## config.mk

```make
export PLATFORM = sky130hd
export DESIGN_NAME = decodeStage
export DESIGN_NICKNAME = d
export VERILOG_FILES = /design/src/common/rv32IsaPkg.sv /design/src/common/core4tPkg.sv /design/src/core/decodeStage.sv
export VERILOG_INCLUDE_DIRS = /design/src /design/src/common
export SDC_FILE = /design/constraint.sdc
export NUM_CORES = 1
export LEC_CHECK = 0
export BUFFER_PORTS_ARGS = -buffer_cell sky130_fd_sc_hd__buf_4
export CAP_MARGIN = 20
export CORE_AREA = 2 2 39 41
export DETAILED_ROUTE_END_ITERATION = 12
export DIE_AREA = 0 0 41 43
export SLEW_MARGIN = 25
export SYNTH_ARGS = -nofsm -noshare
export SYNTH_HDL_FRONTEND = slang
export SYNTH_SLANG_ARGS = --single-unit
```

## constraint.sdc

```tcl
create_clock -name vclk -period 1.6
set_input_delay 0.16 -clock vclk [all_inputs]
set_output_delay 0.16 -clock vclk [all_outputs]
set_load 0.005 [all_outputs]
```

## src/common/core4t_config.svh

```systemverilog
////////////////////
// Core sizing macros
// Thread count, widths, reset PC stride, NOP
////////////////////
`ifndef CORE4T_CONFIG_SVH
`define CORE4T_CONFIG_SVH

// Barrel geometry
`define CORE_THREADS   4             // Hardware threads in rotation
`define CORE_REGS      16            // Registers per thread bank

// Datapath
`define CORE_XLEN      32            // Data and address width

// Per-thread program placement
`define CORE_PC_STRIDE 32'h400       // Thread i resets to i times this

// Bubble encoding
`define CORE_NOP       32'h0000_0013 // ADDI writing x0

`endif

```

## src/common/rv32IsaPkg.sv

```systemverilog
////////////////////
// RV32I opcode, ALU operation and decode control types
////////////////////
`default_nettype none

package rv32IsaPkg;

    // Major opcodes of the supported subset
    typedef enum logic [6:0] {
        opLui    = 7'b0110111,
        opAuiPc  = 7'b0010111,
        opJal    = 7'b1101111,
        opJalr   = 7'b1100111,
        opBranch = 7'b1100011,
        opLoad   = 7'b0000011,
        opStore  = 7'b0100011,
        opOpImm  = 7'b0010011,
        opOp     = 7'b0110011
    } opcodeT;

    // ALU operation, {funct7[5], funct3}
    typedef enum logic [3:0] {
        aluAdd  = 4'b0000,
        aluSll  = 4'b0001,
        aluSlt  = 4'b0010,
        aluSltu = 4'b0011,
        aluXor  = 4'b0100,
        aluSrl  = 4'b0101,
        aluOr   = 4'b0110,
        aluAnd  = 4'b0111,
        aluSub  = 4'b1000,
        aluSra  = 4'b1101
    } aluOpT;

    // Decode flags, produced at Q101H
    typedef struct packed {
        logic jal;
        logic jalr;
        logic branch;
        logic iTypeImm;  // Second operand is the I immediate
        logic lui;
        logic auiPc;
        logic store;     // Second operand is the S immediate
        logic memRd;
        logic memWr;
        logic memToReg;  // Writeback from data memory
        logic pcToReg;   // Writeback of the link value
        logic regWr;
    } ctrlT;

    typedef logic [31:0] instrT;

endpackage

`default_nettype wire

```

## src/common/core4tPkg.sv

```systemverilog
////////////////////
// Core types
// Threads, stage payloads, memory and config requests
////////////////////
`include "core4t_config.svh"
`default_nettype none

package core4tPkg;

    typedef logic [`CORE_THREADS-1:0] threadOneHotT;  // One bit per thread
    typedef logic [`CORE_XLEN-1:0]    wordT;
    typedef logic [4:0]               regPtrT;        // Low bits address a bank

    // Q101H slot, instruction joins from the fetch port
    typedef struct packed {
        logic              valid;
        threadOneHotT      thread;
        wordT              pc;
        rv32IsaPkg::instrT instr;
    } q101T;

    // Q102H slot after decode and register read
    typedef struct packed {
        q101T             base;
        rv32IsaPkg::ctrlT ctrl;
        wordT             rs1Data;
        wordT             rs2Data;
    } q102T;

    // Q103H slot, also carried into Q104H
    typedef struct packed {
        logic             valid;
        threadOneHotT     thread;
        wordT             pcPlus4;    // Link value
        wordT             aluOut;     // Result or data address
        wordT             storeData;
        regPtrT           rd;
        rv32IsaPkg::ctrlT ctrl;
    } q103T;

    // Data memory request
    typedef struct packed {
        wordT address;
        wordT writeData;
        logic read;
        logic write;
    } memReqT;

    // Thread-enable write, four-phase
    typedef struct packed {
        logic         req;
        threadOneHotT enableMask;
    } cfgReqT;

    // Register file write port
    typedef struct packed {
        logic         we;
        threadOneHotT thread;
        regPtrT       rd;
        wordT         data;
    } wbT;

endpackage

`default_nettype wire

```

## src/core/decodeStage.sv

```systemverilog
////////////////////
// Q101H field extraction and control decode
////////////////////
`timescale 1ns/100ps
`default_nettype none
`include "core4t_config.svh"

module decodeStage (
    input  rv32IsaPkg::instrT instr,
    input  logic              valid,
    output rv32IsaPkg::ctrlT  ctrl,
    output core4tPkg::regPtrT rs1,
    output core4tPkg::regPtrT rs2
);
    import rv32IsaPkg::*;

    instrT  instrQ101H;
    opcodeT opcode;

    // Bubble slots decode as NOP
    // rd is x0 and no memory flag is set
    assign instrQ101H = valid ? instr : `CORE_NOP;
    assign opcode     = opcodeT'(instrQ101H[6:0]);

    assign rs1 = instrQ101H[19:15];  // R/I/S/B
    assign rs2 = instrQ101H[24:20];  // R/S/B

    ////////////////////
    // Control flags
    ////////////////////
    always_comb begin
        ctrl = '0;
        // Control flow
        ctrl.jal      = (opcode == opJal);
        ctrl.jalr     = (opcode == opJalr);
        ctrl.branch   = (opcode == opBranch);
        ctrl.pcToReg  = (opcode == opJal) || (opcode == opJalr);  // Link
        // Operand select
        ctrl.iTypeImm = (opcode == opOpImm) || (opcode == opLoad) || (opcode == opJalr);
        ctrl.lui      = (opcode == opLui);
        ctrl.auiPc    = (opcode == opAuiPc);
        ctrl.store    = (opcode == opStore);
        // Memory
        ctrl.memRd    = (opcode == opLoad);
        ctrl.memWr    = (opcode == opStore);
        ctrl.memToReg = (opcode == opLoad);
        // Every class but stores and branches writes rd
        ctrl.regWr    = !((opcode == opStore) || (opcode == opBranch));
    end

endmodule

`default_nettype wire

```

==> results of run 1 <==
==> kinds of logic after synthesis <==
group | synth area share, %
simple gates | 86.3
buf+inv | 10.3
compound gates | 3.43
==> worst min-delay path: cells and delay by family <==
kind / cells / cell delay (ps)
buf+inv: 2 / 230
compound gates: 1 / 50
==> stage by stage <==
stage	utilization, %	std cells	hold slack, ps	power (mW)	area (um^2)
after global placement	37.6	86	598	0.0908	520
after detailed placement	37.6	86	597	0.0921	520
after CTS	37.6	86	599	0.0924	520
after floorplan	-	33	350	0.0260	219
after global routing	37.6	86	607	0.0986	520
final	37.6	86	594	0.0909	520
==> area by class of cell <==
type / count / area, um^2
multi-input cells: 29 / 196
inverters: 1 / 3.75
well taps: 16 / 20.0
repair buffers: 40 / 300
fillers: 164 / 863
==> cells in the final DEF (no fill, tap or decap) <==
| master | n |
|---|---|
| and2_1 | 10 |
| nor4_1 | 1 |
| or3b_4 | 1 |
| nand4bb_4 | 1 |
| buf_4 | 40 |
| or2_1 | 1 |
| inv_1 | 1 |
| a211oi_1 | 1 |
| nand4_1 | 1 |
| nor3_1 | 3 |
| nor2_1 | 4 |
| nand4b_1 | 1 |
| nand2_1 | 2 |
| and2_2 | 1 |
| nand2b_1 | 1 |
| or3b_2 | 1 |
==> worst paths after layout <==
path              startpoint      end  slack [ps]
setup / recovery    instr[3]  ctrl[4]         170
hold / removal      instr[3]  ctrl[6]         590
==> layer usage <==
metal / up-vias / GRT usage (%) / wire length [um]
met5: - / 0 / 0
met4: 0 / 0 / 0
li1: 185 / - / -
met2: 29 / 17.2 / 411
met1: 160 / 8.54 / 237
met3: 0 / 1.57 / 139
==> report_power, final <==
group	total, mW	switching [mW]	internal (mW)
Combinational	0.0909	0.0309	0.0601
Clock	0	0	0
Sequential	0	0	0
==> summary.md, run 1 <==
| Metric | Value |
|---|---|
| Status | finished, final reports clean |
| Setup tns final | 0 ps |
| Seq/Total Area, Yosys | 0% |
| DRC viols | 0 |
| Total gr overflow | 0 |
| Vias in the first global route | 323 |
| Initial cell density of the core | 15.8% |
| Core area | 1380 um^2 |
| Worst setup margin | 168 ps |
| Die area | 1760 um^2 |
| Seq Cell Count | 0 |
| Final Hold Viols | 0 |
| Slew @ Worst Pin | 284 ps |
| Crit Path Class | primary input to output port |
| Worst hold path type | primary input to output port |
| VDD IR max | 0.0000607 V |
| Antenna cells | 0 |
| Setup Viol. Count Final | 0 |
| Required time worst endpoint | 1440 ps |
| Leading area contributor after synthesis | and2_1 |
| Rel. slew slack | 80.9% |
| First-pass GRT wire length | 1140 um |
| Fmax | 698 MHz |
| Tcrit/Tclk final | 89.5% |
| Crit-path most repeated cell | buf_4 |
| Crit path buffers/inverters | 2 |
| Crit Path Max Fanout | 5 |
| Antenna viol nets, final | 0 |
| Number of max-cap violations | 0 |
| Vias | 374 |
| Storage element area | 0 um^2 |
| CP Cell Sequence | buf_4 > nand4bb_4 > or3b_4 > nor3_1 > buf_4 |
| Synth area leaders | and2_1, nand4bb_4, nor3_1 |
| RSZ-0062 raised after global routing | no |
| Syn-to-layout area delta | 138% |
| CLK BUF | 0 |
| Hold_buf cts | 0 |
| I/O pin count | 55 |
| Fin nets | 105 |
| Synth cell count leaders | and2_1, nor2_1, nor3_1, buf_4, nand2_1 |
| Total track usage | 8.49% |
| Drt pass-1 iters | 2 |
| Synth cell types | 17 |
| Stages on worst setup path | 5 |
| Slowest stage delay, CP | 390 ps |
| Tmin final | 1430 ps |
| Vias per cell | 4.35 |
| Gp weighted congestion | 0.658 |
| Syn Nets | 66 |
| Count leader, synth | and2_1 |
| Routed wire per std cell | 9.16 um |
| CP max stage cell | or3b_4 |
| Share of layout cells above drive strength 1 | 62.9% |
| Worst slack at placement | 159 ps |
| Startpoint class of the critical path | primary input |
| Initial antenna violation count | 0 |
| Buffer count from post-CTS setup fixing | 0 |
| Mapped Area | 219 um^2 |
| Power Density | 175 nW/um^2 |
| Total wire length | 788 um |
| Crit path DAT | 1270 ps |
| Hpwl dp | 718 um |
| IO Port Bufs | 40 |
| Top cell type's share of synthesized area | 28.6% |
| CP Capture Type | output port |
| Lkg Pwr | 0.264 nW |
| Max-slew violations | 0 |
| Chip Width | 41 um |
| Mapped Cells | 33 |
| Chip height | 43 um |
| Hold-critical path depth | 3 |
| Avg Inst Size Synth | 6.64 um^2 |
| Yosys warnings | 0 |
| DR iter-0 viols | 1 |
| Largest net degree at the start of global routing | 17 |
| Placement Rows | 14 |
| CP delay by family, top | simple AND/OR/NAND/NOR gates |
| Post-cts sizing count | 0 |
Power figures use the tool's default switching activity.
==> inputs of run 2 (changes only) <==
--- a/config.mk
+++ b/config.mk
@@ -11,6 +11,7 @@
 export CORE_AREA = 2 2 39 41
 export DETAILED_ROUTE_END_ITERATION = 12
 export DIE_AREA = 0 0 41 43
+export PLACE_DENSITY = 0.67
 export SLEW_MARGIN = 25
 export SYNTH_ARGS = -nofsm -noshare
 export SYNTH_HDL_FRONTEND = slang
==> constraint.sdc (replaced) <==
create_clock -name vclk -period 1.2
set_input_delay 0.12 -clock vclk [all_inputs]
set_output_delay 0.12 -clock vclk [all_outputs]
set_load 0.005 [all_outputs]
==> summary.md, run 2 (same netlist as run 1, synthesis figures left out) <==
| Metric | Value |
|---|---|
| Status | finished with violations |
| Failing checks | negative setup slack |
| Power Density | 234 nW/um^2 (+34%) |
| Hold_buf cts | 0 (unchanged) |
| Vias per cell | 4.37 (+0.39%) |
| Storage element area | 0 um^2 (unchanged) |
| Crit path DAT | 1190 ps (-80 ps) |
| Reg power frac | 0% (unchanged) |
| Total track usage | 9.19% (+0.70 points) |
| Total wire length | 921 um (+17%) |
| Routed wire per std cell | 9.90 um (+8.1%) |
| Hpwl dp | 812 um (+13%) |
| Worst slack at placement | -138 ps (-297 ps) |
| Sw frac | 33.4% (-0.54 points) |
| Initial antenna violation count | 0 (unchanged) |
| Core area | 1380 um^2 (unchanged) |
| Commonest cells after routing, fill and taps aside | buf_4, and2_1, buf_6 |
| # fillers | 143 (-13%) |
| CLK BUF | 0 (unchanged) |
| Gp weighted congestion | 0.592 (-10%) |
| Drt pass-1 iters | 2 (unchanged) |
| Power, Total | 143 uW (+57%) |
| Number of max-cap violations | 0 (unchanged) |
| Largest net degree at the start of global routing | 12 (-5) |
| Commonest non-fill, non-tap cell in the layout | buf_4 |
| Required time worst endpoint | 1080 ps (-360 ps) |
| Initial cell density of the core | 15.8% (unchanged) |
| Die area | 1760 um^2 (unchanged) |
| Clock power frac | 0% (unchanged) |
| I/O pin count | 55 (unchanged) |
| Setup Viol. Count Final | 5 (+5) |
| Seq Cell Count | 0 (unchanged) |
| Internal | 95.1 uW (+58%) |
| Final core occ | 44.1% (+6.5 points) |
| Syn-to-layout area delta | 179% |
| Startpoint class of the critical path | primary input |
| Sw Pwr | 47.7 uW (+55%) |
| Placement Rows | 14 (unchanged) |
| DR iter-0 viols | 1 (unchanged) |
| Crit Path Class | primary input to output port |
| DRC viols | 0 (unchanged) |
| Design area | 611 um^2 (+17%) |
| Crit Path Max Fanout | 3 (-2) |
| Share of layout cells above drive strength 1 | 68.8% (+6.0 points) |
| Worst hold path type | primary input to output port |
| VDD IR max | 0.0000849 V (+40%) |
| First-pass GRT wire length | 1200 um (+5.4%) |
| Area of the multi-input gates | 215 um^2 (+9.6%) |
| Chip Width | 41 um (unchanged) |
| Chip height | 43 um (unchanged) |
| Fin nets | 112 (+6.7%) |
| Tmin final | 1310 ps |
| Worst setup margin | -107 ps (-275 ps) |
| Final Hold Viols | 0 (unchanged) |
| RSZ-0062 raised after global routing | yes |
| Setup tns final | -263 ps (-263 ps) |
| Rel. slew slack | 85.2% (+4.3 points) |
| Slew @ Worst Pin | 220 ps (-64.2 ps) |
| Max-slew violations | 0 (unchanged) |
| IO Port Bufs | 40 (unchanged) |
| Comb power frac | 100.0% (about the same) |
| Antenna viol nets, final | 0 (unchanged) |
| Vias in the first global route | 309 (-4.3%) |
| Tcrit/Tclk final | 109% |
| Total gr overflow | 0 (unchanged) |
| Antenna cells | 0 (unchanged) |
| Dpl cell area | 571 um^2 (+9.6%) |
| CP Capture Type | output port |
| Lkg Pwr | 0.307 nW (+16%) |
| Vias | 406 (+8.6%) |
| Fmax | 765 MHz |
## run 2: changes by cell type in the layout (fill, tap and decap cells not counted), sizes merged
cell / change
buf: +7
## run 2: worst max-delay path, stage by stage
cell and delay (ps):
buf_6 90, nand4bb_4 220, or3b_4 410, or2_1 230, buf_6 120
## run 2: metrics by stage
stage	cells	hold slack, ps
5_1_grt	93	527
3_3_place_gp	92	518
6_report	93	521
3_5_place_dp	92	521
4_1_cts	93	522
2_1_floorplan	33	268
## run 2: final timing paths
| path | from | to | cells after the start |
|---|---|---|---|
| worst min-delay path | instr[19] | rs1[4] | 3 |
| worst max-delay path | instr[3] | ctrl[0] | 5 |
## run 2: final cells by class
cell class / instances / share of cell area (%)
Timing Repair Buffer: 47 / 60.9
Multi-Input combinational cell: 29 / 35.2
Tap cell: 16 / 3.28
Inverter: 1 / 0.615
## run 2: layer usage
layer,global-route usage [%],share of wire [%]
met1,9.49,36
met2,19.1,53
met3,0.524,11
met4,0,0
met5,0,0
## run 2: power groups by stage
stage	logic (mW)	registers, mW	clock network (mW)
2_1_floorplan	0.0347	0	0
3_3_place_gp	0.134	0	0
3_5_place_dp	0.137	0	0
4_1_cts	0.141	0	0
5_1_grt	0.154	0	0
6_report	0.143	0	0
## run 2: what timing repair did
item	4_1_cts	5_1_grt
endpoints found under the setup margin	5	6
gates resized for setup	2	6
hold endpoints to repair	0	0
pin swaps	1	2
setup buffers	1	0
==> inputs of run 3 (changes only) <==
--- a/config.mk
+++ b/config.mk
@@ -12,6 +12,7 @@
 export DETAILED_ROUTE_END_ITERATION = 12
 export DIE_AREA = 0 0 41 43
 export PLACE_DENSITY = 0.67
+export RECOVER_POWER = 25
 export SLEW_MARGIN = 25
 export SYNTH_ARGS = -nofsm -noshare
 export SYNTH_HDL_FRONTEND = slang
==> summary.md, run 3 (same netlist as run 1, synthesis figures left out) <==
| Metric | Value |
|---|---|
| Sw Pwr | 47.6 uW (-0.20%) |
| Commonest cells after routing, fill and taps aside | buf_4, and2_1, buf_6 |
| Placement Rows | 14 (unchanged) |
| CLK BUF | 0 (unchanged) |
| Power Density | 233 nW/um^2 (-0.29%) |
| Hold_buf cts | 0 (unchanged) |
| Required time worst endpoint | 1080 ps (about the same) |
| Hold_ws | 521 ps (unchanged) |
| Setup Viol. Count Final | 5 (unchanged) |
| Fmax | 765 MHz (unchanged) |
| Failing checks | negative setup slack |
| Routed wire per std cell | 9.88 um (-0.22%) |
| Vias per cell | 4.37 (unchanged) |
| DRC viols | 0 (unchanged) |
| Crit Path Max Fanout | 3 (unchanged) |
| Met3 usage | 0.524% (unchanged) |
| Final Hold Viols | 0 (unchanged) |
| Seq Cell Count | 0 (unchanged) |
| Tcrit/Tclk final | 109% (unchanged) |
| Startpoint class of the critical path | primary input |
| Crit path DAT | 1190 ps (about the same) |
| Antenna viol nets, final | 0 (unchanged) |
| Tmin final | 1310 ps (unchanged) |
| Largest net degree at the start of global routing | 12 (unchanged) |
| Max-slew violations | 0 (unchanged) |
| Sw frac | 33.4% (about the same) |
| Storage element area | 0 um^2 (unchanged) |
| Clock power frac | 0% (unchanged) |
| Hold-critical path depth | 3 (unchanged) |
| Internal | 94.8 uW (-0.34%) |
| VDD IR max | 0.0000843 V (-0.65%) |
| Comb power frac | 100.0% (about the same) |
| I/O pin count | 55 (unchanged) |
| First-pass GRT wire length | 1200 um (unchanged) |
| Met2 Resource Use GR | 19.1% (unchanged) |
| Reg power frac | 0% (unchanged) |
| Fin nets | 112 (unchanged) |
| Die area | 1760 um^2 (unchanged) |
| Worst setup margin | -107 ps (unchanged) |
| Share of layout cells above drive strength 1 | 68.8% (unchanged) |
| Initial cell density of the core | 15.8% (unchanged) |
| Status | finished with violations |
| CP Capture Type | output port |
| Hpwl dp | 812 um (unchanged) |
| Total wire length | 919 um (-0.22%) |
| Busiest grt layer | met2 |
| Worst slack at placement | -138 ps (unchanged) |
| DR iter-0 viols | 1 (unchanged) |
| # fillers | 143 (unchanged) |
| Commonest non-fill, non-tap cell in the layout | buf_4 |
| Met1 Resource Use GR | 9.49% (unchanged) |
| Number of max-cap violations | 0 (unchanged) |
| Lkg Pwr | 0.306 nW (-0.26%) |
| Syn-to-layout area delta | 179% (unchanged) |
| Antenna cells | 0 (unchanged) |
| Power, Total | 142 uW (-0.29%) |
| IO Port Bufs | 40 (unchanged) |
| Rel. slew slack | 85.2% (unchanged) |
| Crit Path Class | primary input to output port |
| Worst hold path type | primary input to output port |
| Drt pass-1 iters | 2 (unchanged) |
| Core area | 1380 um^2 (unchanged) |
| Gp weighted congestion | 0.592 (unchanged) |
| Initial antenna violation count | 0 (unchanged) |
| Chip Width | 41 um (unchanged) |
| Total track usage | 9.19% (unchanged) |
| Vias | 406 (unchanged) |
| Vias in the first global route | 309 (unchanged) |
| Total gr overflow | 0 (unchanged) |
| Chip height | 43 um (unchanged) |
| Slew @ Worst Pin | 220 ps (unchanged) |
| RSZ-0062 raised after global routing | yes |
-- run 3: changes by cell type in the layout (fill, tap and decap cells not counted) --
cell / before / now
buf_4: 42 / 40
clkbuf_4: 0 / 2
-- run 3: area by class of cell --
cell class,count,area (um^2),area share [%]
multi-input combinational,29,215,35.2
timing repair buffer,47,372,60.9
tap,16,20.0,3.28
inverter,1,3.75,0.615
-- run 3: worst paths after layout --
check	start	endpoint	slack (ps)
hold / removal	instr[19]	rs1[4]	520
setup / recovery	instr[3]	ctrl[0]	-110
-- run 3: metrics by stage --
stage               std cells  cell area [um^2]  setup TNS [ps]  utilization, %
floorplan                  33               224               0               -
finish                     93               611            -263            44.1
global placement           92               571            -324            41.2
CTS                        93               588            -373            42.5
detailed placement         92               571            -425            41.2
global route               93               611            -544            44.1
-- run 3: power groups by stage --
stage,registers [mW],clock network [mW],logic (mW)
after floorplan,0,0,0.0347
after global placement,0,0,0.134
after detailed placement,0,0,0.137
after CTS,0,0,0.141
after global routing,0,0,0.154
final,0,0,0.142
-- run 3: per-layer routing --
metal / routed length, um / up-vias
met1: 330 / 178
met2: 484 / 28
met3: 104 / 0
met4: 0 / 0
li1: - / 200
met5: 0 / -
-- run 3: critical path, cell delays in order --
cell and delay, ps:
buf_6 90, nand4bb_4 220, or3b_4 410, or2_1 230
buf_6 120
-- run 3: repair_timing --
action / in CTS / in global routing
setup buffers: 1 / 0
endpoints found under the setup margin: 5 / 6
gates resized for setup: 2 / 6
pin swaps: 1 / 2
